$ cat config.mk
export PLATFORM = sky130hd
export DESIGN_NAME = glb_core_load_dma
export DESIGN_NICKNAME = d
export VERILOG_FILES = /design/src/glb_pkg.sv /design/src/glb_core_load_dma.sv
export VERILOG_INCLUDE_DIRS = /design/src /design/src/src
export SDC_FILE = /design/constraint.sdc
export NUM_CORES = 1
export LEC_CHECK = 0
export BUFFER_PORTS_ARGS = -buffer_cell sky130_fd_sc_hd__clkbuf_2
export CAP_MARGIN = 20
export CORE_AREA = 2 2 99 101
export CTS_CLUSTER_DIAMETER = 80
export CTS_CLUSTER_SIZE = 16
export DETAILED_ROUTE_END_ITERATION = 7
export DIE_AREA = 0 0 101 103
export SYNTH_ARGS = -nofsm -noshare
export SYNTH_HDL_FRONTEND = slang
export SYNTH_SLANG_ARGS = --single-unit
export TNS_END_PERCENT = 1
$ cat constraint.sdc
create_clock -name clk -period 2.33 [get_ports clk]
set_clock_uncertainty 0.05 [all_clocks]
set_input_delay 0.3495 -clock clk [delete_from_list [all_inputs] [get_ports clk]]
set_output_delay 0.3495 -clock clk [all_outputs]
set_load 0.02 [all_outputs]
$ cat src/glb_defines.svh
/* Tile geometry of the global buffer. The bank count must stay a power of two,
   with the bank chosen by the address bits above BANK_ADDR_WIDTH */
`ifndef GLB_DEFINES_SVH
`define GLB_DEFINES_SVH

// Word width of banks and stream
`define GLB_DATA_WIDTH 16

// Word address across the whole tile
`define GLB_ADDR_WIDTH 10

// Word address inside one bank
`define BANK_ADDR_WIDTH 9

// Banks in one tile, 2^(GLB_ADDR_WIDTH-BANK_ADDR_WIDTH)
`define BANKS_PER_TILE 2

`endif
$ cat src/glb_pkg.sv
/* Shared types of the global buffer tile. Widths come from the defines header */
`include "glb_defines.svh"

package glb_pkg;

    // Meaningful widths
    typedef logic [`GLB_DATA_WIDTH-1:0]  glb_data_t;
    typedef logic [`GLB_ADDR_WIDTH-1:0]  glb_addr_t;
    typedef logic [`BANK_ADDR_WIDTH-1:0] bank_addr_t;
    // One extra bit so a full tile fits
    typedef logic [`GLB_ADDR_WIDTH:0]    num_words_t;

    // Write request
    typedef struct packed {
        logic      wr_en;
        glb_addr_t wr_addr;
        glb_data_t wr_data;
    } wr_packet_t;

    // Read request
    typedef struct packed {
        logic      rd_en;
        glb_addr_t rd_addr;
    } rdrq_packet_t;

    // Read response
    typedef struct packed {
        logic      rd_data_valid;
        glb_data_t rd_data;
    } rdrs_packet_t;

    // One DMA job
    typedef struct packed {
        glb_addr_t  start_addr;
        num_words_t num_words;
    } dma_header_t;

    // Shared by store and load DMA
    typedef enum logic {
        DMA_IDLE,
        DMA_BUSY
    } dma_state_t;

endpackage

$ cat src/glb_core_load_dma.sv
/* Memory-to-stream DMA with one header. Issues one read per cycle with no
   stall; the stream cannot apply back-pressure */
`timescale 1ns/1ps

module glb_core_load_dma (
    input  logic                  clk,
    input  logic                  rst_n,
    input  glb_pkg::dma_header_t  cfg_ld_dma_header,
    input  logic                  strm_start_pulse,
    output glb_pkg::rdrq_packet_t rdrq_packet,
    input  glb_pkg::rdrs_packet_t rdrs_packet,
    output glb_pkg::glb_data_t    stream_data_g2f,
    output logic                  stream_data_valid_g2f,
    output logic                  done_pulse
);

    glb_pkg::dma_state_t state;

    // Request side
    glb_pkg::glb_addr_t  rq_addr;
    glb_pkg::num_words_t rq_left;
    logic                rq_fire;

    // Response side
    glb_pkg::num_words_t rs_left;
    logic                rs_take;

    // Stream output registers
    logic                strm_valid_q;
    glb_pkg::glb_data_t  strm_data_q;
    logic                done_q;

    assign rq_fire = (state == glb_pkg::DMA_BUSY) && (rq_left != '0);
    assign rs_take = (state == glb_pkg::DMA_BUSY) && (rs_left != '0) && rdrs_packet.rd_data_valid;

    always_ff @(posedge clk or negedge rst_n) begin
        if (!rst_n) begin
            state        <= glb_pkg::DMA_IDLE;
            rq_addr      <= '0;
            rq_left      <= '0;
            rs_left      <= '0;
            strm_valid_q <= 1'b0;
            done_q       <= 1'b0;
        end else begin
            strm_valid_q <= rs_take;
            done_q       <= 1'b0;
            case (state)
                glb_pkg::DMA_IDLE: begin
                    if (strm_start_pulse) begin
                        state   <= glb_pkg::DMA_BUSY;
                        rq_addr <= cfg_ld_dma_header.start_addr;
                        rq_left <= cfg_ld_dma_header.num_words;
                        rs_left <= cfg_ld_dma_header.num_words;
                    end
                end
                glb_pkg::DMA_BUSY: begin
                    // Requests and responses overlap
                    if (rq_fire) begin
                        rq_addr <= rq_addr + glb_pkg::glb_addr_t'(1);
                        rq_left <= rq_left - glb_pkg::num_words_t'(1);
                    end
                    if (rs_take) begin
                        rs_left <= rs_left - glb_pkg::num_words_t'(1);
                    end
                    // Last word already on the stream
                    if (rs_left == '0) begin
                        done_q <= 1'b1;
                        state  <= glb_pkg::DMA_IDLE;
                    end
                end
                default: state <= glb_pkg::DMA_IDLE;
            endcase
        end
    end

    // Stream word, registered from the response
    always_ff @(posedge clk) begin
        if (rs_take) begin
            strm_data_q <= rdrs_packet.rd_data;
        end
    end

    assign rdrq_packet.rd_en      = rq_fire;
    assign rdrq_packet.rd_addr    = rq_addr;
    assign stream_data_g2f        = strm_data_q;
    assign stream_data_valid_g2f  = strm_valid_q;
    assign done_pulse             = done_q;

endmodule

==> run metrics <==
vias per inst 5.146; Synth Warn # 0; flops & latches, synth 51; vias in the first global route 2,117; Worst Path Buf+Inv 1; H-tree Lvls 2; first-pass GRT wire length 10.55 mm; Achievable Freq 0.4594 GHz; nature of the critical path startpoint flop; Residual DRC 0; Hold Path Sink stream_data_g2f[3]; IO Pins 70; Antenna Cells 0; R2R Setup Slk 0.37 ns; Max Slew Vio Count 0; TritonRoute pass-1 iters 4; crit path kind reg -> out; post-detail-place hpwl 5.174 mm; TritonCTS clock tree built; hold path cells 1; cell taking the most area after synthesis dfrtp_1; Mapped Cells 279; relative slew slack 64.69%; worst min-delay path startpoint rdrs_packet[3]; worst hold slack 0.1699 ns; most common cell after layout, fill and taps aside clkbuf_2; clk buf depth 2; die area 10,400 sq um; Vias 2,367; final worst path period share 93.42%; max_cap viols 0; Post-Route WL 6.838 mm; placed cells 451; syn nets 323; static leakage 1.439 nW; number of core rows 36; most frequent cells in the layout 69 x clkbuf_2, 34 x dfrtp_1, 22 x nor2_1; CTS root buffer clkbuf_8; final core occ 35.20%; crit-path cells nor3_1 -> nand4_1 -> and2_1 -> clkbuf_2; WP data arrival 1.78 ns; unrepaired setup endpoints after global routing false; non-filler cells in the finished layout 460; Area Growth Syn to Fin 20.68%; top cell type's share of synthesized area 31.75%; run status completed; Final GP Congestion 0.8152; Final #Nets 389; Power Total 3.523 mW; Worst Tran Pin Value 0.5256 ns; worst flop-to-flop path startpoint rs_left[3]; Post-synth EDFFs 16; Top delay family on crit path simple AND/OR/NAND/NOR gates; Synth Cell Area 2759 sq um; CP max FO 6; GRT overflow 0; Max IR drop VDD 0.0003217 V; required time at the worst-slack endpoint 1.93 ns; Final Setup Violations 0; slowest stage delay, CP 0.48 ns; Core Region 9459 sq um; largest net degree at the start of global routing 24; clock sink count 51; count of different cell masters after synthesis 56; top_reg_cell synth dfrtp_1; Iteration-0 DRC Markers 125; Final Hold Violating Endpoints 0; antenna-violating nets left 0; total power divided by cell area 1058 nW/um^2; WL/cell 14.87 um; Final TNS setup 0 ns; Avg Inst Size Synth 9.889 sq um; total CTS buffers 5; Worst-path clk slew 0.09 ns; die span in x 101 um; worst-skew pair later-pin latency 0.30 ns; IO Port Bufs 69; Min Clock Period, post-route 2.177 ns; sequential area share after synthesis 49.16%; Worst Hold Class in -> reg; Total Routing Usage GR 13.05%; layout cells sized above 1 28.03%; leading post-synthesis cells by cell area dfrtp_1 32%, edfxtp_1 17%, mux2i_1 3.6%; Chip Height 103 um; Initial Util 29.17%; CP max-delay cell nor3_1; CP Capture Type output port; path depth of the worst reg2reg path 5; RR Endpoint rs_left[3]; initial antenna violation count 0; asr flop ratio synth 68.63%
-- how the worst max path moves through the flow --
stage / cells past startpoint / slack (ns) / to / from
finish: 4 / 0.15 / rdrq_packet[10] / rq_left[7]
floorplan: 4 / 0.53 / rdrq_packet[10] / rq_left[4]
detailed placement: 5 / 0.40 / rs_left[2] / rs_left[3]
global route: 4 / 0.02 / rdrq_packet[10] / rq_left[7]
global placement: 5 / 0.45 / rs_left[2] / rs_left[3]
CTS: 4 / 0.15 / rdrq_packet[10] / rq_left[7]
-- registers in the layout, summed over array words and instances (netlist names) --
name and cells:
stream_data_g2f 16, rq_left 11, stream_data_valid_g2f 1, rs_left 11, done_pulse 1, rq_addr 10
state 1
-- area by class of cell --
type                    instances  area (sq um)
clock inverters                 3         15.01
fillers                       942          6130
inverters                      11         43.79
multi-input cells             197          1279
clock buffers                   5         68.82
repair buffers                 79         422.9
well taps                     114         142.6
flip-flops and latches         51          1358
-- kinds of logic after synthesis --
kind of cell / share of synthesized area [%]
AND/OR/NAND/NOR: 21.45
AO/OA/AOI/OAI: 18.37
flip-flops: 49.16
buffers and inverters: 4.671
multiplexers: 4.036
XOR/XNOR: 0.9526
adder cells (fa/ha/maj): 1.361
-- per-layer routing --
metal  part of all wire, %  vias to the layer above  GRT usage [%]
li1                      -                     1172              -
met5                     0                        -              0
met4                   1.6                        0          4.990
met1                    46                     1105          16.62
met3                   5.7                        8          2.983
met2                    47                       82          21.69
-- Yosys cell counts (3+ instances only) --
cell,number
buf_2,5
nor2_1,22
a311oi_1,3
nand2b_1,4
o31ai_1,5
nand4_1,6
nand2_1,15
and3_1,6
nand3_1,10
or3_1,5
clkbuf_1,10
nor3_1,8
edfxtp_1,16
o211ai_1,4
buf_1,4
mux2i_1,10
o22ai_1,5
ha_1,3
o21ai_0,8
inv_1,10
a21oi_1,18
nor3b_1,3
a211oi_1,12
and4_1,4
nor2b_1,10
dfrtp_1,35
nand3b_1,3
a31oi_1,4
-- repair_timing --
item / 4_1_cts / 5_1_grt
gates resized for setup: 0 / 1
hold buffers: 1 / 0
hold endpoints to repair: 15 / 0
buffers inserted: 0 / 0
endpoints found under the setup margin: 0 / 1
-- where the power goes --
group	switching [mW]	internal [mW]	total (mW)
Combinational	0.767	0.650	1.42
Sequential	0.375	1.24	1.61
Clock	0.287	0.206	0.494
Total	1.43	2.09	3.52
-- metrics by stage --
step | cell area, sq um | worst slack (ns)
2_1_floorplan | 2759 | 0.5257
3_3_place_gp | 3231 | 0.4506
3_5_place_dp | 3231 | 0.4009
4_1_cts | 3324 | 0.1511
5_1_grt | 3329 | 0.02371
6_report | 3329 | 0.1534
(Power assumes the default switching activity.)
