===== src/glb_defines.svh =====
/* Tile geometry of the global buffer. The bank count must stay a power of two,
   with the bank chosen by the address bits above BANK_ADDR_WIDTH */
`ifndef GLB_DEFINES_SVH
`define GLB_DEFINES_SVH

// Word width of banks and stream
`define GLB_DATA_WIDTH 16

// Word address across the whole tile
`define GLB_ADDR_WIDTH 10

// Word address inside one bank
`define BANK_ADDR_WIDTH 9

// Banks in one tile, 2^(GLB_ADDR_WIDTH-BANK_ADDR_WIDTH)
`define BANKS_PER_TILE 2

`endif

===== src/glb_pkg.sv =====
/* Shared types of the global buffer tile. Widths come from the defines header */
`include "glb_defines.svh"

package glb_pkg;

    // Meaningful widths
    typedef logic [`GLB_DATA_WIDTH-1:0]  glb_data_t;
    typedef logic [`GLB_ADDR_WIDTH-1:0]  glb_addr_t;
    typedef logic [`BANK_ADDR_WIDTH-1:0] bank_addr_t;
    // One extra bit so a full tile fits
    typedef logic [`GLB_ADDR_WIDTH:0]    num_words_t;

    // Write request
    typedef struct packed {
        logic      wr_en;
        glb_addr_t wr_addr;
        glb_data_t wr_data;
    } wr_packet_t;

    // Read request
    typedef struct packed {
        logic      rd_en;
        glb_addr_t rd_addr;
    } rdrq_packet_t;

    // Read response
    typedef struct packed {
        logic      rd_data_valid;
        glb_data_t rd_data;
    } rdrs_packet_t;

    // One DMA job
    typedef struct packed {
        glb_addr_t  start_addr;
        num_words_t num_words;
    } dma_header_t;

    // Shared by store and load DMA
    typedef enum logic {
        DMA_IDLE,
        DMA_BUSY
    } dma_state_t;

endpackage


===== src/glb_core_switch.sv =====
/* Packet switch between two requesters and the banks. DMA beats processor on
   the same path in the same cycle; the losing request is dropped, not held */
`timescale 1ns/1ps
`include "glb_defines.svh"

module glb_core_switch (
    input  logic                  clk,
    input  logic                  rst_n,
    input  glb_pkg::wr_packet_t   wr_packet_d2sw,
    input  glb_pkg::wr_packet_t   proc_wr_packet,
    input  glb_pkg::rdrq_packet_t rdrq_packet_d2sw,
    input  glb_pkg::rdrq_packet_t proc_rdrq_packet,
    output glb_pkg::wr_packet_t   wr_packet_sw2b [`BANKS_PER_TILE],
    output glb_pkg::rdrq_packet_t rdrq_packet_sw2b [`BANKS_PER_TILE],
    input  glb_pkg::rdrs_packet_t rdrs_packet_b2sw [`BANKS_PER_TILE],
    output glb_pkg::rdrs_packet_t rdrs_packet_sw2d,
    output glb_pkg::rdrs_packet_t proc_rdrs_packet
);

    localparam int BANK_SEL_WIDTH = `GLB_ADDR_WIDTH - `BANK_ADDR_WIDTH;

    // Arbitration winners
    glb_pkg::wr_packet_t       wr_win;
    glb_pkg::rdrq_packet_t     rdrq_win;

    // Registered write request
    logic                      wr_en_q;
    glb_pkg::glb_addr_t        wr_addr_q;
    glb_pkg::glb_data_t        wr_data_q;
    logic [BANK_SEL_WIDTH-1:0] wr_bank_sel;

    // Registered read request, first tag stage rides along
    logic                      rd_en_q;
    glb_pkg::glb_addr_t        rd_addr_q;
    logic                      rd_src_dma_q;
    logic [BANK_SEL_WIDTH-1:0] rd_bank_sel;

    // Second tag stage, aligned with bank output
    logic                      tag_src_dma_q2;
    logic [BANK_SEL_WIDTH-1:0] tag_bank_q2;

    // Registered response
    logic                      rs_valid_dma_q;
    logic                      rs_valid_proc_q;
    glb_pkg::glb_data_t        rs_data_q;

    // DMA first on both paths
    assign wr_win   = wr_packet_d2sw.wr_en ? wr_packet_d2sw : proc_wr_packet;
    assign rdrq_win = rdrq_packet_d2sw.rd_en ? rdrq_packet_d2sw : proc_rdrq_packet;

    // Top address bits name the bank
    assign wr_bank_sel = wr_addr_q[`GLB_ADDR_WIDTH-1:`BANK_ADDR_WIDTH];
    assign rd_bank_sel = rd_addr_q[`GLB_ADDR_WIDTH-1:`BANK_ADDR_WIDTH];

    // Control and tags
    always_ff @(posedge clk or negedge rst_n) begin
        if (!rst_n) begin
            wr_en_q         <= 1'b0;
            rd_en_q         <= 1'b0;
            rd_src_dma_q    <= 1'b0;
            tag_src_dma_q2  <= 1'b0;
            tag_bank_q2     <= '0;
            rs_valid_dma_q  <= 1'b0;
            rs_valid_proc_q <= 1'b0;
        end else begin
            wr_en_q         <= wr_win.wr_en;
            rd_en_q         <= rdrq_win.rd_en;
            rd_src_dma_q    <= rdrq_packet_d2sw.rd_en;
            tag_src_dma_q2  <= rd_src_dma_q;
            tag_bank_q2     <= rd_bank_sel;
            // Steer the bank strobe to exactly one requester
            rs_valid_dma_q  <= rdrs_packet_b2sw[tag_bank_q2].rd_data_valid && tag_src_dma_q2;
            rs_valid_proc_q <= rdrs_packet_b2sw[tag_bank_q2].rd_data_valid && !tag_src_dma_q2;
        end
    end

    // Payload
    always_ff @(posedge clk) begin
        wr_addr_q <= wr_win.wr_addr;
        wr_data_q <= wr_win.wr_data;
        rd_addr_q <= rdrq_win.rd_addr;
        rs_data_q <= rdrs_packet_b2sw[tag_bank_q2].rd_data;
    end

    // Fan out to banks, only the selected one enabled
    always_comb begin
        for (int b = 0; b < `BANKS_PER_TILE; b++) begin
            wr_packet_sw2b[b].wr_en     = wr_en_q && (wr_bank_sel == BANK_SEL_WIDTH'(b));
            wr_packet_sw2b[b].wr_addr   = wr_addr_q;
            wr_packet_sw2b[b].wr_data   = wr_data_q;
            rdrq_packet_sw2b[b].rd_en   = rd_en_q && (rd_bank_sel == BANK_SEL_WIDTH'(b));
            rdrq_packet_sw2b[b].rd_addr = rd_addr_q;
        end
    end

    // Data shared, strobes separate
    assign rdrs_packet_sw2d.rd_data_valid = rs_valid_dma_q;
    assign rdrs_packet_sw2d.rd_data       = rs_data_q;
    assign proc_rdrs_packet.rd_data_valid = rs_valid_proc_q;
    assign proc_rdrs_packet.rd_data       = rs_data_q;

endmodule


===== config.mk =====
export PLATFORM = sky130hd
export DESIGN_NAME = glb_core_switch
export DESIGN_NICKNAME = d
export VERILOG_FILES = /design/src/glb_pkg.sv /design/src/glb_core_switch.sv
export VERILOG_INCLUDE_DIRS = /design/src /design/src/src
export SDC_FILE = /design/constraint.sdc
export NUM_CORES = 1
export LEC_CHECK = 0
export ABC_AREA = 1
export ABC_CLOCK_PERIOD_IN_PS = 2100
export BUFFER_PORTS_ARGS = -buffer_cell sky130_fd_sc_hd__buf_4
export CAP_MARGIN = 20
export CORE_ASPECT_RATIO = 1.2
export CORE_MARGIN = 8
export CORE_UTILIZATION = 40
export DETAILED_ROUTE_END_ITERATION = 8
export PLACE_DENSITY = 0.93
export SLEW_MARGIN = 40
export SYNTH_ARGS = -nofsm -noshare
export SYNTH_HDL_FRONTEND = slang
export SYNTH_SLANG_ARGS = --single-unit

===== constraint.sdc =====
create_clock -name clk -period 2.1 [get_ports clk]
set_input_delay 0.42 -clock clk [delete_from_list [all_inputs] [get_ports clk]]
set_output_delay 0.42 -clock clk [all_outputs]
set_load 0.05 [all_outputs]

==> metrics, run 1 <==
status finished clean; cell taking the most area after synthesis dfxtp_1; clock slew at reported path FFs 0.06 ns; fin area 3860 sq um; Leak 2.23 nW; crit share post-route 70.1%; Yosys cell types 15; CP required 1.68 ns; pin count of the biggest net entering global routing 29; Synth Instances 299; Max-Slew Margin vs Limit 57.9%; Placed Cells 539; FFs w/ async S/R, synth 11.9%; synth cell count leaders nand2_1 (158), buf_4 (54), dfxtp_1 (52); Core Area 5930 sq um; placer congestion estimate 0.784; fin cells 556; final wirelength 8.09 mm; max cap viols 0; post-synth top area share 43.1%; GRT Overall Usage 18.0%; Rows 31; critical path arrival 1.05 ns; vias in the first global route 2583; Max Fclk 0.679 GHz; Initial Util 40.7%; detailed-route via count 2358; I/O Pins 222; setup violators final 0; Worst-Margin Slew 0.631 ns; Die H 101 um; ANT cells 0; Layout area overhead 59.8%; Area after DPL 3670 sq um; CTS tree done; clk_lat worst skew 0.32 ns; Hold Vio Cnt, Final 0; detailed router's first-iteration violation count 32; synthesized area per cell 8.08 sq um; setup TNS 0 ns; count leader, synth nand2_1; Worst Hold Class in2reg; initial antenna violation count 0; Post-synth EDFFs 0; ys flop type dfxtp_1; I/O Buffers 221; Net Count, Synth 411; cell at the root of the clock tree clkbuf_8; Final HPWL DP 6.87 mm; global route overflow 0; sequential area share after synthesis 50.4%; Vias/cell 4.24; top cells by area, synth dfxtp_1 (43%), nand2_1 (25%), buf_4 (17%), dfrtp_1 (7.3%), buf_6 (2.3%); CTS buffer count 9; clock sink total 59; Final ANT Viol Nets 0; Die Width 86.9 um; Die ar. 8790 sq um; critical path class reg2out; DRC 0; worst-path fanout max 4; synth warn 0; first-pass detailed-route iteration total 4; fin crit period 1.47 ns; share of post-route cells with drive strength above 1 51.1%; worst-case clock buffer depth 2; Worst Setup End Kind output port; Mapped Area 2410 sq um; #FFs+latches synth 59; Pins Over Slew Limit 0; global-route wire length before repair 12.2 mm; H-tree levels 3; VDD IR max 0.496 mV; fin nets 581; Worst Skew 0.00577 ns; nature of the critical path startpoint register; WL/cell 14.6 um; pwr dens 889 nW/um^2; RSZ-0062 raised after global routing no
==> cells by family after synthesis <==
kind of cell | count (synthesis) | share of synthesized area (%)
simple gates | 167 | 26.5
buf+inv | 73 | 23.2
flops | 59 | 50.4
==> registers in the layout (all words and copies together), names as in the netlist <==
signal / flops
rs_valid_dma_q: 1
wr_addr_q: 10
wr_data_q: 16
rs_valid_proc_q: 1
rd_src_dma_q: 1
rs_data_q: 16
rd_addr_q: 10
tag_bank_q2: 1
tag_src_dma_q2: 1
wr_en_q: 1
rd_en_q: 1
==> cell type report <==
type | instances | area [sq um]
multi-input combinational | 167 | 639
tap | 82 | 103
timing repair buffer | 222 | 1670
clock inverter | 2 | 10.0
sequential | 59 | 1220
fill | 505 | 2070
clock buffer | 14 | 173
inverter | 10 | 50.0
==> metrics by stage <==
stage | utilization [%] | power, W | hold WS (ns) | setup slack, ns
floorplan | - | 0.00218 | 0.124 | 0.458
global placement | 61.8 | 0.00252 | 0.239 | 0.948
detailed placement | 61.8 | 0.00254 | 0.241 | 0.921
CTS | 65.0 | 0.00347 | 0.258 | 0.601
global route | 65.0 | 0.00359 | 0.270 | 0.551
finish | 65.0 | 0.00343 | 0.283 | 0.628
==> report_power, final <==
group | switching (W) | internal (W)
registers | 0.0000632 | 0.00122
clock network | 0.000405 | 0.000522
logic | 0.000827 | 0.000396
total | 0.00129 | 0.00214
==> critical path, stage by stage, from the launching register on <==
cell and delay, ns:
dfxtp_1 0.40, nand2_1 0.09, inv_1 0.06, buf_4 0.19
==> final timing paths <==
check                                    start                  to  slack (ns)  cells after the start
setup / recovery                  wr_addr_q[9]  wr_packet_sw2b[26]        0.63                      3
hold / removal             proc_rdrq_packet[5]        rd_addr_q[5]        0.28                      3
setup reg to reg                   tag_bank_q2      rs_valid_dma_q        0.90                      4
hold reg to reg                   rd_src_dma_q      tag_src_dma_q2        0.35                      0
max in group asynchronous                rst_n     rs_valid_proc_q        1.52                      2
min in group asynchronous                rst_n             rd_en_q        0.45                      2
==> layout by cell type, fill, tap and decap left out, drive strengths merged <==
master / count
dfxtp: 52
dfrtp: 7
nor2: 4
inv: 9
nand2: 161
dlygate4sd3: 1
clkbuf: 14
clkinv: 3
or2: 2
buf: 221
==> repair_timing <==
item,CTS,global route
endpoints found under the hold margin,7,0
resized for setup,0,0
buffers inserted,0,0
hold buffers,1,0
==> routing by layer <==
| layer | GRT usage [%] | up-vias | share of wire [%] |
|---|---|---|---|
| met5 | 0 | - | 0 |
| met4 | 9.03 | 0 | 2.3 |
| met3 | 9.54 | 15 | 12 |
| met2 | 32.1 | 144 | 53 |
| met1 | 16.3 | 1030 | 32 |
| li1 | - | 1169 | - |
Note: power is estimated with default switching activity, not from simulation.
==> run 2, diff against run 1 <==
Settings changed: ABC_CLOCK_PERIOD_IN_PS 2100 to 1500, CORE_UTILIZATION 40 to 37, PLACE_DENSITY 0.93 to 0.87.
Clock period 2.1 ns to 1.5 ns, I/O delays scaled along.
==> metrics, run 2 (synthesized netlist as in run 1, its figures left out) <==
cts repair resizes 0 (unchanged); cell at the root of the clock tree clkbuf_8; net switching power 0.00184 W (+42%); vias in the first global route 2520 (-2.4%); fin cells 560 (+0.72%); Max-Slew Margin vs Limit 75.0% (+17 points); CP required 1.20 ns (-0.48 ns); combinational share of power 33.6% (-2.1 points); Final ANT Viol Nets 0 (unchanged); Worst Skew 0.0132 ns (+0.00747 ns); global route overflow 0 (unchanged); Max Fclk 0.720 GHz; Die ar. 9380 sq um (+6.7%); first-pass detailed-route iteration total 4 (unchanged); setup violators final 0 (unchanged); Hold Vio Cnt, Final 0 (unchanged); max cap viols 0 (unchanged); critical path arrival 1.09 ns (+0.04 ns); Seq pwr share 34.9% (-2.4 points); fillcell total 574 (+14%); Sw Ratio 35.9% (-1.9 points); post-CTS setup buffers 0 (unchanged); I/O Pins 222 (unchanged); cell internal pwr 0.00329 W (+54%); setup TNS 0 ns (unchanged); crit share post-route 92.5%; fin crit period 1.39 ns; Worst Setup End Kind output port; share of post-route cells with drive strength above 1 51.8% (+0.73 points); Placed Cells 543 (+0.74%); most common cell after layout, fill and taps aside buf_4; critical path class reg2out; GRT Overall Usage 17.0% (-1.0 points); hold-fix buffers at CTS 1 (unchanged); Reg-to-Reg Start tag_bank_q2; RSZ-0062 raised after global routing no; Worst Hold Class in2reg; I/O Buffers 221 (unchanged); Layout area overhead 62.4%; Initial Util 37.9% (-2.8 points); worst-path fanout max 4 (unchanged); VDD IR max 0.642 mV (+29%); Final HPWL DP 6.87 mm (about the same); Core Area 6370 sq um (+7.3%); Vias/cell 4.19 (-1.2%); pwr dens 1310 nW/um^2 (+47%); CP Launch Point wr_addr_q[9]; clock slew at reported path FFs 0.07 ns (about the same); pin count of the biggest net entering global routing 29 (unchanged); CTS tree done; Max stage delay on crit path 0.42 ns (+0.02 ns); Die Width 89.8 um (+3.2%); detailed-route via count 2346 (-0.51%); CP max-delay cell dfxtp_1; Pins Over Slew Limit 0 (unchanged); power share of the clock group 31.5% (+4.5 points); CTS buffer count 9 (unchanged); detailed router's first-iteration violation count 48 (+50%); critical-path cell list nand2_1 -> inv_1 -> buf_4; fin nets 582 (+0.17%); Die H 105 um (+3.3%); Leak 2.26 nW (+0.95%); nature of the critical path startpoint register; WL/cell 14.7 um (+0.83%); global-route wire length before repair 12.8 mm (+5.2%); placer congestion estimate 0.794 (+1.2%); largest registers rs_data_q x16, wr_data_q x16; DRC 0 (unchanged); ANT cells 0 (unchanged); Rows 32 (+3.2%); Worst-Margin Slew 0.375 ns (-0.257 ns); clk_lat worst skew 0.32 ns (about the same); clock sink total 59 (unchanged); worst-case clock buffer depth 2 (unchanged); commonest cells after routing, fill and taps aside buf_4 (222), nand2_1 (158), dfxtp_1 (52); status finished clean; final wirelength 8.22 mm (+1.6%); H-tree levels 3 (unchanged); hold_sp rdrs_packet_b2sw[23]; initial antenna violation count 0 (unchanged)
run 2: stage by stage:
stage | worst slack [ns] | util [%] | hold WS, ns | instance area, sq um | power (W)
floorplan | 0.104 | - | 0.00441 | 2420 | 0.00306
detailed placement | 0.454 | 57.9 | 0.122 | 3680 | 0.00356
global route | 0.0408 | 61.6 | 0.138 | 3920 | 0.00535
finish | 0.112 | 61.6 | 0.160 | 3920 | 0.00512
CTS | 0.0927 | 61.6 | 0.139 | 3920 | 0.00518
global placement | 0.444 | 57.9 | 0.122 | 3680 | 0.00353
run 2: critical path: cells and delay by family (launching register included):
family | cells | cell delay [ns]
flops | 1 | 0.42
buf+inv | 2 | 0.25
simple gates | 1 | 0.10
run 2: metal layers:
| layer | up-vias | part of all wire [%] | track usage (%) |
|---|---|---|---|
| met1 | 1027 | 35 | 15.8 |
| li1 | 1172 | - | - |
| met4 | 0 | 0.92 | 6.18 |
| met5 | - | 0 | 0 |
| met3 | 6 | 9.7 | 7.65 |
| met2 | 141 | 54 | 31.8 |
run 2: path summary, 6_finish.rpt:
check	slack, ns	cells after the start	to
setup / recovery	0.11	3	wr_packet_sw2b[26]
hold / removal	0.16	3	rs_data_q[6]
setup reg to reg	0.50	3	rs_data_q[8]
hold reg to reg	0.36	0	tag_src_dma_q2
max in group asynchronous	1.01	2	wr_en_q
min in group asynchronous	0.35	2	tag_bank_q2
run 2: cell type report:
class	count	area (sq um)	area share, %
Multi-Input combinational cell	167	644	16.4
Sequential cell	59	1220	31.0
Inverter	10	50.0	1.28
Timing Repair Buffer	223	1680	42.8
Tap cell	85	106	2.71
Clock buffer	12	155	3.96
Clock inverter	4	72.6	1.85
run 2: power groups by stage:
stage | Sequential, W | Clock [W] | Combinational (W)
after detailed placement | 0.00182 | 0 | 0.00174
after global placement | 0.00182 | 0 | 0.00172
final | 0.00179 | 0.00162 | 0.00172
after global routing | 0.00180 | 0.00174 | 0.00180
after CTS | 0.00179 | 0.00166 | 0.00174
after floorplan | 0.00222 | 0 | 0.000836
