### config.mk
export PLATFORM = sky130hd
export DESIGN_NAME = glb_core_store_dma
export DESIGN_NICKNAME = d
export VERILOG_FILES = /design/src/glb_pkg.sv /design/src/glb_core_store_dma.sv
export VERILOG_INCLUDE_DIRS = /design/src /design/src/src
export SDC_FILE = /design/constraint.sdc
export NUM_CORES = 1
export LEC_CHECK = 0
export CAP_MARGIN = 20
export CORE_MARGIN = 2
export CORE_UTILIZATION = 52
export CTS_BUF_LIST = sky130_fd_sc_hd__clkbuf_4 sky130_fd_sc_hd__clkbuf_8 sky130_fd_sc_hd__clkbuf_16
export DETAILED_ROUTE_END_ITERATION = 8
export DONT_BUFFER_PORTS = 1
export GPL_TIMING_DRIVEN = 0
export PLACE_DENSITY = 0.7
export SYNTH_ARGS = -nofsm -noshare
export SYNTH_HDL_FRONTEND = slang
export SYNTH_SLANG_ARGS = --single-unit
### constraint.sdc
create_clock -name clk -period 2.8 [get_ports clk]
set_input_delay 0.28 -clock clk [delete_from_list [all_inputs] [get_ports clk]]
set_output_delay 0.28 -clock clk [all_outputs]
set_load 0.05 [all_outputs]
### src/glb_defines.svh
/* Tile geometry of the global buffer. The bank count must stay a power of two,
   with the bank chosen by the address bits above BANK_ADDR_WIDTH */
`ifndef GLB_DEFINES_SVH
`define GLB_DEFINES_SVH

// Word width of banks and stream
`define GLB_DATA_WIDTH 16

// Word address across the whole tile
`define GLB_ADDR_WIDTH 10

// Word address inside one bank
`define BANK_ADDR_WIDTH 9

// Banks in one tile, 2^(GLB_ADDR_WIDTH-BANK_ADDR_WIDTH)
`define BANKS_PER_TILE 2

`endif
### src/glb_pkg.sv
/* Shared types of the global buffer tile. Widths come from the defines header */
`include "glb_defines.svh"

package glb_pkg;

    // Meaningful widths
    typedef logic [`GLB_DATA_WIDTH-1:0]  glb_data_t;
    typedef logic [`GLB_ADDR_WIDTH-1:0]  glb_addr_t;
    typedef logic [`BANK_ADDR_WIDTH-1:0] bank_addr_t;
    // One extra bit so a full tile fits
    typedef logic [`GLB_ADDR_WIDTH:0]    num_words_t;

    // Write request
    typedef struct packed {
        logic      wr_en;
        glb_addr_t wr_addr;
        glb_data_t wr_data;
    } wr_packet_t;

    // Read request
    typedef struct packed {
        logic      rd_en;
        glb_addr_t rd_addr;
    } rdrq_packet_t;

    // Read response
    typedef struct packed {
        logic      rd_data_valid;
        glb_data_t rd_data;
    } rdrs_packet_t;

    // One DMA job
    typedef struct packed {
        glb_addr_t  start_addr;
        num_words_t num_words;
    } dma_header_t;

    // Shared by store and load DMA
    typedef enum logic {
        DMA_IDLE,
        DMA_BUSY
    } dma_state_t;

endpackage

### src/glb_core_store_dma.sv
/* Stream-to-memory DMA with one header. Words arriving while idle are lost and
   a start pulse while busy is ignored; addresses wrap at the tile size */
`timescale 1ns/1ps

module glb_core_store_dma (
    input  logic                 clk,
    input  logic                 rst_n,
    input  glb_pkg::dma_header_t cfg_st_dma_header,
    input  logic                 strm_start_pulse,
    input  glb_pkg::glb_data_t   stream_data_f2g,
    input  logic                 stream_data_valid_f2g,
    output glb_pkg::wr_packet_t  wr_packet,
    output logic                 done_pulse
);

    glb_pkg::dma_state_t state;

    // Next write address and words still expected
    glb_pkg::glb_addr_t  cur_addr;
    glb_pkg::num_words_t remaining;

    // Registered write packet
    logic                wr_en_q;
    glb_pkg::glb_addr_t  wr_addr_q;
    glb_pkg::glb_data_t  wr_data_q;
    logic                done_q;

    // Word accepted this cycle
    logic                accept;

    assign accept = (state == glb_pkg::DMA_BUSY) && (remaining != '0) && stream_data_valid_f2g;

    always_ff @(posedge clk or negedge rst_n) begin
        if (!rst_n) begin
            state     <= glb_pkg::DMA_IDLE;
            cur_addr  <= '0;
            remaining <= '0;
            wr_en_q   <= 1'b0;
            done_q    <= 1'b0;
        end else begin
            wr_en_q <= accept;
            done_q  <= 1'b0;
            case (state)
                glb_pkg::DMA_IDLE: begin
                    if (strm_start_pulse) begin
                        state     <= glb_pkg::DMA_BUSY;
                        cur_addr  <= cfg_st_dma_header.start_addr;
                        remaining <= cfg_st_dma_header.num_words;
                    end
                end
                glb_pkg::DMA_BUSY: begin
                    // Empty job finishes at once
                    if (remaining == '0) begin
                        done_q <= 1'b1;
                        state  <= glb_pkg::DMA_IDLE;
                    end else if (stream_data_valid_f2g) begin
                        cur_addr  <= cur_addr + glb_pkg::glb_addr_t'(1);
                        remaining <= remaining - glb_pkg::num_words_t'(1);
                        // Last word goes out together with done
                        if (remaining == glb_pkg::num_words_t'(1)) begin
                            done_q <= 1'b1;
                            state  <= glb_pkg::DMA_IDLE;
                        end
                    end
                end
                default: state <= glb_pkg::DMA_IDLE;
            endcase
        end
    end

    // Payload follows the accepted word
    always_ff @(posedge clk) begin
        if (accept) begin
            wr_addr_q <= cur_addr;
            wr_data_q <= stream_data_f2g;
        end
    end

    assign wr_packet.wr_en   = wr_en_q;
    assign wr_packet.wr_addr = wr_addr_q;
    assign wr_packet.wr_data = wr_data_q;
    assign done_pulse        = done_q;

endmodule

==> impl_metrics.py, run 1 <==
metrics = {
    "global_routing": {
        "grt_antenna_before_repair": 0,
        "met1_track_demand_over_resource": 0.268,
        "grt_util_met3": 0.0598,
        "grt_max_degree": 25,
        "grt.overflow.total": 0,
        "met2_usage": 0.372,
        "gr-max-usage-layer": "met2",
        "grtUsageTotal": 0.217,
        "first_pass_grt_wire_length_mm": 8.32,
        "first_global_vias": 1617,
    },
    "floorplan": {
        "core_region_area_um2": 4320,
        "placementRows": 24,
        "count_of_pins_on_the_block_boundary": 69,
        "dieWidth_um": 70.7,
        "die_area_um2": 4990,
        "floorplan.initialDensity": 0.534,
        "die_ht_um": 70.7,
    },
    "min_path": {
        "hold_start": "stream_data_f2g[5]",
        "holdCritPathClass": "primary input to flip-flop",
    },
    "power": {
        "ir_drop_mv": 0.398,
        "p_switching_uw": 951,
        "share_clk_of_total_power": 0.175,
        "p_comb_frac": 0.266,
        "power_switching_share": 0.402,
        "power.internal_mw": 1.42,
        "relative_contribution_of_sequential_cells_to_total_power": 0.559,
        "cellPowerDensity_nw_per_um2": 946,
        "total_leakage_power_nw": 0.975,
        "design_power_total_mw": 2.37,
    },
    "place": {
        "routabilityCongestion": 1.06,
        "hpwl_mm": 3.81,
        "place_area_um2": 2390,
        "count_of_input_and_output_buffers": 0,
        "detailedPlace.worstSlack_ns": 0.727,
        "placed_cells": 245,
    },
    "yosys": {
        "synthXorXnorAreaFrac": 0.00379,
        "synth-compound-area-share": 0.127,
        "post_synth.cell_area_avg_um2": 12.0,
        "synthArstFlopShare": 0.480,
        "synth_fa_ha_area_frac": 0.0162,
        "yosys_register_bits": 50,
        "combinational_family_with_the_most_area_after_synthesis": "simple AND/OR/NAND/NOR gates",
        "yosys-top-cells-count": "sky130_fd_sc_hd__edfxtp_1, sky130_fd_sc_hd__dfrtp_1, sky130_fd_sc_hd__nand2_1",
        "most_numerous_cell_in_the_yosys_netlist": "sky130_fd_sc_hd__edfxtp_1",
        "yosysTopAreaCellShare": 0.338,
        "total_standard_cell_area_after_synthesis_um2": 2310,
        "synthFlopType": "sky130_fd_sc_hd__edfxtp_1",
        "postSynthNetCount": 236,
        "synth_cell_type_count": 49,
        "post_synth_mux_area_share": 0.0309,
        "synth_cells": 192,
        "yosysSeqAreaShare": 0.598,
        "ys_top_cells_by_area": "sky130_fd_sc_hd__edfxtp_1, sky130_fd_sc_hd__dfrtp_1, sky130_fd_sc_hd__mux2i_1",
        "yosysWarningCount": 0,
        "synth_largest_area_cell": "sky130_fd_sc_hd__edfxtp_1",
        "edff_count_synth": 26,
        "synthesized_area_fraction_occupied_by_and_or_nand_nor_cells": 0.193,
    },
    "sta": {
        "slew_violations": 0,
        "timing.final.ws_setup_ns": 0.680,
        "final.setup_skew_ns": 0.0101,
        "final.hold.worst_slack_ns": 0.0606,
        "final_hold_viol_count": 0,
        "setup_tns_ns": 0,
        "clock.fmax_mhz": 472,
        "slew-limit-headroom": 0.575,
        "finalSetupViolations": 0,
        "post-route-period-util": 0.757,
        "final.min_clock_period_ns": 2.12,
        "tightestPinTransition_ns": 0.635,
        "grt_setup_unrepaired": "false",
    },
    "final_layout": {
        "fraction_of_layout_instances_using_a_drive_strength_above_1": 0.139,
        "layout-area-overhead-vs-synth_pct": 8.28,
        "final_core_util": 0.579,
        "fin_nets": 246,
        "post_layout_nonfiller_instances": 254,
        "antenna-diode-count": 0,
        "finalInstanceArea_um2": 2500,
    },
    "route": {
        "detailedRoute.firstIterationViolations": 139,
        "postRouteAntennaNets": 0,
        "routedWlPerCell_um": 21.1,
        "detail_route.vias_per_cell": 6.52,
        "num_vias": 1657,
        "postRouteWirelength_mm": 5.35,
        "drc_violations": 0,
        "firstDrtPassIters": 4,
    },
    "worst_setup_path": {
        "critical_path.endpoint_type": "flip-flop",
        "worstPathMaxFanout": 10,
        "worst_setup_path_start_kind": "flip-flop",
        "cp_data_required_time_ns": 2.98,
        "launching_instance_or_port_of_the_critical_path": "remaining[0]",
        "worst_r2r_startpoint": "remaining[0]",
        "setup.worst_path.class": "flip-flop to flip-flop",
        "arrival_ns": 2.30,
    },
    "cts": {
        "clk_pin_slew_worst_paths_ns": 0.10,
        "cts_hold_buffers": 1,
        "h-tree-depth": 2,
        "numClockSinks": 50,
        "clk-insertion-delay-late_ns": 0.31,
        "cts-buffers-inserted": 5,
        "cts_tree": "yes",
        "cts_max_path_buffers": 2,
        "post_cts.repair.setup_buffers": 0,
        "clock-root-buffer": "sky130_fd_sc_hd__clkbuf_8",
        "total_of_cells_resized_after_clock_tree_synthesis": 0,
    },
    "outcome": {
        "outcome": "completed",
    },
    "job": {
        "count_of_max_cap_constraint_violations": 0,
    },
}
-- registers in the layout (all words and copies together) (netlist names) --
name,count
cur_addr,10
wr_en_q,1
wr_data_q,16
remaining,11
wr_addr_q,10
done_pulse,1
state,1
-- layout by cell type (no fill, tap or decap), drive strengths merged, types with 6 or more instances in the layout --
cell,count
nand2,15
nor2,14
a21oi,7
clkbuf,7
dfrtp,24
buf,11
nand3,11
o21ai,7
nor3,8
mux2i,6
edfxtp,26
-- worst max-delay path, stage by stage (launching register included) --
cell,delay [ns]
sky130_fd_sc_hd__dfrtp_1,0.44
sky130_fd_sc_hd__inv_1,0.10
sky130_fd_sc_hd__ha_1,0.20
sky130_fd_sc_hd__nor3b_4,0.37
sky130_fd_sc_hd__a41oi_2,0.32
sky130_fd_sc_hd__buf_2,0.32
sky130_fd_sc_hd__nand4b_1,0.13
sky130_fd_sc_hd__o211ai_1,0.11
-- power groups by stage --
stage	sequential (mW)	clock [mW]	combinational [mW]
floorplan	1.29	0	0.500
global placement	1.32	0	0.570
detailed placement	1.34	0	0.606
CTS	1.32	0.418	0.617
global route	1.35	0.446	0.688
finish	1.32	0.414	0.629
-- layer usage --
metal / part of all wire / up-vias
li1: - / 755
met1: 0.40 / 815
met2: 0.52 / 83
met3: 0.076 / 4
met4: 0.0075 / 0
met5: 0 / -
-- cells by family (layout without fill, tap and decap cells) --
group | after synthesis | count (layout)
adder cells (fa/ha/maj) | 3 | 3
multiplexers | 7 | 7
XOR/XNOR | 1 | 1
flip-flops | 50 | 50
AO/OA/AOI/OAI | 39 | 39
buffers and inverters | 14 | 24
AND/OR/NAND/NOR | 78 | 78
-- final timing paths --
| path | endpoint | slack [ns] | cells past startpoint |
|---|---|---|---|
| worst max-delay path | cur_addr[5] | 0.68 | 7 |
| worst min-delay path | wr_data_q[5] | 0.06 | 0 |
| worst max register to register | cur_addr[5] | 0.68 | 7 |
| worst min register to register | wr_addr_q[9] | 0.51 | 0 |
| max in group asynchronous | remaining[9] | 1.86 | 2 |
| min in group asynchronous | remaining[1] | 0.42 | 1 |
-- layout make-up --
| type | instances | area [µm²] |
|---|---|---|
| fill | 351 | 1820 |
| sequential | 50 | 1380 |
| multi-input combinational | 128 | 860 |
| clock buffer | 5 | 68.8 |
| tap | 52 | 65.1 |
| buffer | 11 | 61.3 |
| timing repair buffer | 3 | 40.0 |
| clock inverter | 2 | 15.0 |
| inverter | 3 | 11.3 |
Power figures use the tool's default switching activity.
==> run 2: changes to the inputs <==
==> constraint.sdc (replaced) <==
create_clock -name clk -period 2.1 [get_ports clk]
set_input_delay 0.21 -clock clk [delete_from_list [all_inputs] [get_ports clk]]
set_output_delay 0.21 -clock clk [all_outputs]
set_load 0.05 [all_outputs]
==> run 2 against run 1 <==
  * Cell count grew 9.1%
  * Hold slack got worse by 0.033 ns
  * Global-route usage up 0.69 points
  * Fmax rose by 5.4%
  * Via count increased by 5.7%
  * Clock power increased by 34%
  * Sequential share of layout area is 5.2 points lower
  * Register-to-register slack worse by 0.59 ns
  * Non-clock buffer count grew 21
  * Largest cell class unchanged
==> impl_metrics.py, run 2 (same netlist as run 1, synthesis figures left out) <==
metrics = {
    "route": {
        "detailedRoute.firstIterationViolations": 160,
        "num_vias": 1752,
        "detail_route.vias_per_cell": 6.32,
        "postRouteAntennaNets": 0,
        "firstDrtPassIters": 4,
        "routedWlPerCell_um": 19.4,
        "postRouteWirelength_mm": 5.39,
        "drc_violations": 0,
    },
    "floorplan": {
        "floorplan.initialDensity": 0.534,
        "die_ht_um": 70.7,
        "die_area_um2": 4990,
        "core_region_area_um2": 4320,
        "placementRows": 24,
        "dieWidth_um": 70.7,
        "count_of_pins_on_the_block_boundary": 69,
    },
    "place": {
        "detailedPlace.worstSlack_ns": -0.0335,
        "hpwl_mm": 3.59,
        "count_of_input_and_output_buffers": 0,
        "routabilityCongestion": 0.942,
    },
    "sta": {
        "slew_violations": 0,
        "final_hold_viol_count": 0,
        "post-route-period-util": 0.957,
        "final.min_clock_period_ns": 2.01,
        "finalSetupViolations": 0,
        "final.hold.worst_slack_ns": 0.0278,
        "final.setup_skew_ns": 0.00647,
        "slew-limit-headroom": 0.585,
        "tightestPinTransition_ns": 0.605,
        "clock.fmax_mhz": 497,
        "grt_setup_unrepaired": "false",
        "timing.final.ws_setup_ns": 0.0899,
    },
    "final_layout": {
        "multi_input_comb_area_um2": 892,
        "fin_nets": 268,
        "layout-area-overhead-vs-synth_pct": 19.5,
        "fillerInstances": 341,
        "max_ffs_per_register": 16,
        "sequential_cell_area_um2": 1380,
        "reg.largest.list": "wr_data_q x16, remaining x11",
        "mostFrequentLayoutCells": "sky130_fd_sc_hd__edfxtp_1, sky130_fd_sc_hd__dfrtp_1, sky130_fd_sc_hd__dlygate4sd3_1",
        "fraction_of_layout_instances_using_a_drive_strength_above_1": 0.160,
        "final_common_cell": "sky130_fd_sc_hd__edfxtp_1",
        "registers.top_by_ff_count": "wr_data_q",
        "antenna-diode-count": 0,
    },
    "cts": {
        "clock-root-buffer": "sky130_fd_sc_hd__clkbuf_8",
        "clk-insertion-delay-late_ns": 0.30,
        "h-tree-depth": 2,
        "cts-buffers-inserted": 5,
        "clk_pin_slew_worst_paths_ns": 0.08,
        "cts_tree": "yes",
        "numClockSinks": 50,
        "cts_max_path_buffers": 2,
    },
    "global_routing": {
        "grt_max_degree": 25,
        "grtUsageTotal": 0.224,
        "grt_antenna_before_repair": 0,
        "first_global_vias": 1666,
        "grt.overflow.total": 0,
        "first_pass_grt_wire_length_mm": 8.59,
    },
    "min_path": {
        "hold_start": "cfg_st_dma_header[7]",
        "holdCritPathClass": "primary input to flip-flop",
        "hold_endpoint": "remaining[7]",
        "hold_depth": 1,
    },
    "worst_setup_path": {
        "critical_path.endpoint_type": "flip-flop",
        "critPathSlowestCell": "sky130_fd_sc_hd__dfrtp_1",
        "worst_r2r_startpoint": "remaining[0]",
        "max_stage_delay_ns": 0.43,
        "arrival_ns": 2.24,
        "setup.worst_path.class": "flip-flop to flip-flop",
        "timing.critical_path.cells": "inv_1 > ha_1 > nor3b_4 > buf_4 > a41oi_4 > buf_2 > o22ai_1 > a21oi_1",
        "worst_setup_path_start_kind": "flip-flop",
        "timing.reg2reg.setup_slack_ns": 0.09,
        "rr_worst_depth": 8,
        "rr_endpoint": "remaining[6]",
        "cp_data_required_time_ns": 2.33,
        "worstPathMaxFanout": 10,
    },
    "power": {
        "design_power_total_mw": 3.25,
        "cellPowerDensity_nw_per_um2": 1180,
        "total_leakage_power_nw": 1.09,
        "ir_drop_mv": 0.474,
    },
    "job": {
        "count_of_max_cap_constraint_violations": 0,
    },
    "outcome": {
        "outcome": "completed",
    },
}
run 2: what timing repair did:
action	CTS	global route
setup endpoints to repair	32	35
endpoints found under the hold margin	40	0
setup buffers	0	6
gates cloned	1	0
resized for setup	2	1
pin swaps	0	2
hold buffers	18	0
run 2: cell type report:
type,count,area share
plain buffers,11,0.0222
flip-flops and latches,50,0.500
clock inverters,2,0.00543
inverters,3,0.00408
well taps,52,0.0236
multi-input cells,129,0.323
repair buffers,24,0.0942
clock buffers,6,0.0276
run 2: per-layer routing:
metal | up-vias | global-route usage | wire length [µm]
li1 | 802 | - | -
met1 | 841 | 0.289 | 2170
met2 | 99 | 0.371 | 2620
met3 | 10 | 0.0627 | 520
met4 | 0 | 0.0734 | 77
met5 | - | 0 | 0
run 2: how the worst max path moves through the flow:
stage            startpoint            to  slack, ns  cells after the start
4_1_cts        remaining[0]  remaining[6]       0.05                      7
6_report       remaining[0]  remaining[6]       0.09                      8
2_1_floorplan  remaining[0]  wr_addr_q[0]       0.26                      5
3_3_place_gp   remaining[0]  wr_data_q[5]      0.008                      5
5_1_grt        remaining[0]  remaining[6]       0.01                      8
3_5_place_dp   remaining[0]  wr_data_q[4]      -0.03                      5
run 2: stage by stage:
stage	util	setup TNS, ns	instance area, µm²	cells
finish	0.639	0	2760	277
global route	0.639	0	2760	277
CTS	0.622	0	2690	271
detailed placement	0.551	-0.893	2380	244
global placement	0.551	0	2380	244
floorplan	-	0	2320	192
run 2: worst max-delay path: cells and delay by family, from the launching register on:
| family | cells | cell delay, ns |
|---|---|---|
| buffers and inverters | 3 | 0.56 |
| AO/OA/AOI/OAI | 3 | 0.53 |
| flip-flops | 1 | 0.43 |
| adder cells (fa/ha/maj) | 1 | 0.24 |
| AND/OR/NAND/NOR | 1 | 0.16 |
run 2: power by group:
group | total [mW] | leakage [nW] | switching (mW) | internal (mW)
sequential | 1.76 | 0.527 | 0.467 | 1.30
clock | 0.554 | 0.0408 | 0.306 | 0.248
combinational | 0.933 | 0.519 | 0.500 | 0.434
total | 3.25 | 1.09 | 1.27 | 1.98
==> run 3: changes to the inputs <==
--- a/config.mk
+++ b/config.mk
@@ -14,6 +14,7 @@
 export DONT_BUFFER_PORTS = 1
 export GPL_TIMING_DRIVEN = 0
 export PLACE_DENSITY = 0.7
+export REMOVE_ABC_BUFFERS = 1
 export SYNTH_ARGS = -nofsm -noshare
 export SYNTH_HDL_FRONTEND = slang
 export SYNTH_SLANG_ARGS = --single-unit
==> constraint.sdc (replaced) <==
create_clock -name clk -period 2.5 [get_ports clk]
set_input_delay 0.25 -clock clk [delete_from_list [all_inputs] [get_ports clk]]
set_output_delay 0.25 -clock clk [all_outputs]
set_load 0.05 [all_outputs]
==> run 3 against run 2 <==
  * Fmax fell by 10%
  * First-iteration DRC count fell by 12%
  * Wire length fell by 9.8%
  * Non-clock buffer count fell by 32
  * Register-to-register slack improved by 0.17 ns
  * Sequential power fell by 13%
  * Critical path type unchanged
  * Largest cell class unchanged
  * Largest power group unchanged
  * Highest routed layer unchanged
==> impl_metrics.py, run 3 (same netlist as run 1, synthesis figures left out) <==
metrics = {
    "outcome": {
        "outcome": "completed",
    },
    "global_routing": {
        "first_pass_grt_wire_length_mm": 7.96,
        "grt.overflow.total": 0,
        "grt_antenna_before_repair": 0,
        "first_global_vias": 1549,
        "grt_max_degree": 31,
        "grtUsageTotal": 0.207,
    },
    "power": {
        "ir_drop_mv": 0.407,
        "total_leakage_power_nw": 0.949,
        "cellPowerDensity_nw_per_um2": 1060,
    },
    "final_layout": {
        "fin_nets": 235,
        "mostFrequentLayoutCells": "sky130_fd_sc_hd__edfxtp_1, sky130_fd_sc_hd__dfrtp_1, sky130_fd_sc_hd__nand2_1",
        "antenna-diode-count": 0,
        "fraction_of_layout_instances_using_a_drive_strength_above_1": 0.120,
        "layout-area-overhead-vs-synth_pct": 6.66,
        "max_ffs_per_register": 16,
        "fillerInstances": 358,
        "reg.largest.list": "wr_data_q x16, remaining x11",
        "registers.top_by_ff_count": "wr_data_q",
        "sequential_cell_area_um2": 1380,
        "multi_input_comb_area_um2": 871,
        "final_common_cell": "sky130_fd_sc_hd__edfxtp_1",
    },
    "job": {
        "count_of_max_cap_constraint_violations": 0,
    },
    "sta": {
        "final.setup_skew_ns": 0.00537,
        "slew_violations": 0,
        "tightestPinTransition_ns": 0.853,
        "grt_setup_unrepaired": "false",
        "slew-limit-headroom": 0.430,
        "final_hold_viol_count": 0,
        "final.min_clock_period_ns": 2.24,
        "finalSetupViolations": 0,
        "post-route-period-util": 0.895,
        "final.hold.worst_slack_ns": 0.0441,
        "setup_tns_ns": 0,
        "clock.fmax_mhz": 447,
    },
    "route": {
        "detailedRoute.firstIterationViolations": 141,
        "detail_route.vias_per_cell": 6.47,
        "postRouteWirelength_mm": 4.86,
        "routedWlPerCell_um": 19.9,
        "firstDrtPassIters": 4,
        "postRouteAntennaNets": 0,
        "drc_violations": 0,
        "num_vias": 1578,
    },
    "cts": {
        "cts_max_path_buffers": 2,
        "clk-insertion-delay-late_ns": 0.30,
        "numClockSinks": 50,
        "cts-buffers-inserted": 5,
        "clock-root-buffer": "sky130_fd_sc_hd__clkbuf_8",
        "cts_tree": "yes",
        "h-tree-depth": 2,
        "clk_pin_slew_worst_paths_ns": 0.09,
        "post_cts.repair.setup_buffers": 0,
    },
    "worst_setup_path": {
        "worst_setup_path_start_kind": "flip-flop",
        "max_stage_delay_ns": 0.63,
        "setup.worst_path.class": "flip-flop to flip-flop",
        "timing.critical_path.cells": "nand2b_1 > a41o_1 > or4_1 > nand3_1",
        "critical_path.endpoint_type": "flip-flop",
        "critPathSlowestCell": "sky130_fd_sc_hd__dfrtp_2",
        "worstPathMaxFanout": 30,
        "cp_data_required_time_ns": 2.74,
        "arrival_ns": 2.48,
    },
    "floorplan": {
        "die_ht_um": 70.7,
        "floorplan.initialDensity": 0.534,
        "placementRows": 24,
        "count_of_pins_on_the_block_boundary": 69,
        "dieWidth_um": 70.7,
        "die_area_um2": 4990,
        "core_region_area_um2": 4320,
    },
    "min_path": {
        "holdCritPathClass": "primary input to flip-flop",
    },
    "place": {
        "count_of_input_and_output_buffers": 0,
        "hpwl_mm": 3.36,
        "routabilityCongestion": 0.895,
    },
}
## run 3: cell count changes in the layout (fill, tap and decap cells not counted), sizes merged
| cell | change |
|---|---|
| dlygate4sd3 | -16 |
| clkinv | +2 |
| buf | -14 |
| nor2 | -1 |
| clkinvlp | -1 |
| clkbuf | -3 |
## run 3: report_power, final
part | leakage (nW) | switching [mW] | internal, mW | total [mW]
Combinational | 0.378 | 0.331 | 0.293 | 0.623
Sequential | 0.527 | 0.445 | 1.09 | 1.53
Clock | 0.0441 | 0.264 | 0.197 | 0.461
Total | 0.949 | 1.04 | 1.58 | 2.62
## run 3: per-layer routing
metal  share of wire  vias to the layer above  track usage
li1                -                      739            -
met1            0.39                      765        0.261
met2            0.53                       69        0.348
met3           0.066                        5       0.0627
met4           0.010                        0       0.0587
met5               0                        -            0
## run 3: path summary, 6_finish.rpt
kind                               startpoint           end  slack (ns)  cells past startpoint
setup / recovery                        state   cur_addr[4]        0.26                      4
hold / removal             stream_data_f2g[4]  wr_data_q[4]        0.04                      0
setup reg to reg                        state   cur_addr[4]        0.26                      4
hold reg to reg                   cur_addr[1]  wr_addr_q[1]        0.53                      0
max in group asynchronous               rst_n         state        1.94                      2
min in group asynchronous               rst_n   cur_addr[7]        0.41                      2
## run 3: layout make-up
cell class,instances,area share
Multi-Input combinational cell,128,0.353
Clock inverter,3,0.00863
Timing Repair Buffer,3,0.0183
Inverter,3,0.00457
Clock buffer,5,0.0279
Tap cell,52,0.0264
Sequential cell,50,0.561
## run 3: what timing repair did
item                                    CTS  global route
endpoints found under the setup margin    4             4
gates resized for setup                   1             1
hold buffers                              2             0
gates cloned                              0             0
endpoints found under the hold margin    24             0
## run 3: critical path, delay by kind of cell, from the launching register on
kind            cells  cell delay, ns
compound gates      1            0.50
flops               1            0.63
simple gates        3            1.06
## run 3: through the flow
stage	std cells	power [mW]	util	worst slack (ns)	cell area [µm²]
after global placement	233	2.09	0.535	-0.653	2310
after detailed placement	234	2.14	0.539	-0.120	2330
final	244	2.62	0.570	0.262	2460
after global routing	244	2.78	0.570	0.0953	2460
after floorplan	181	1.98	-	-0.0727	2250
after CTS	244	2.61	0.567	0.138	2450
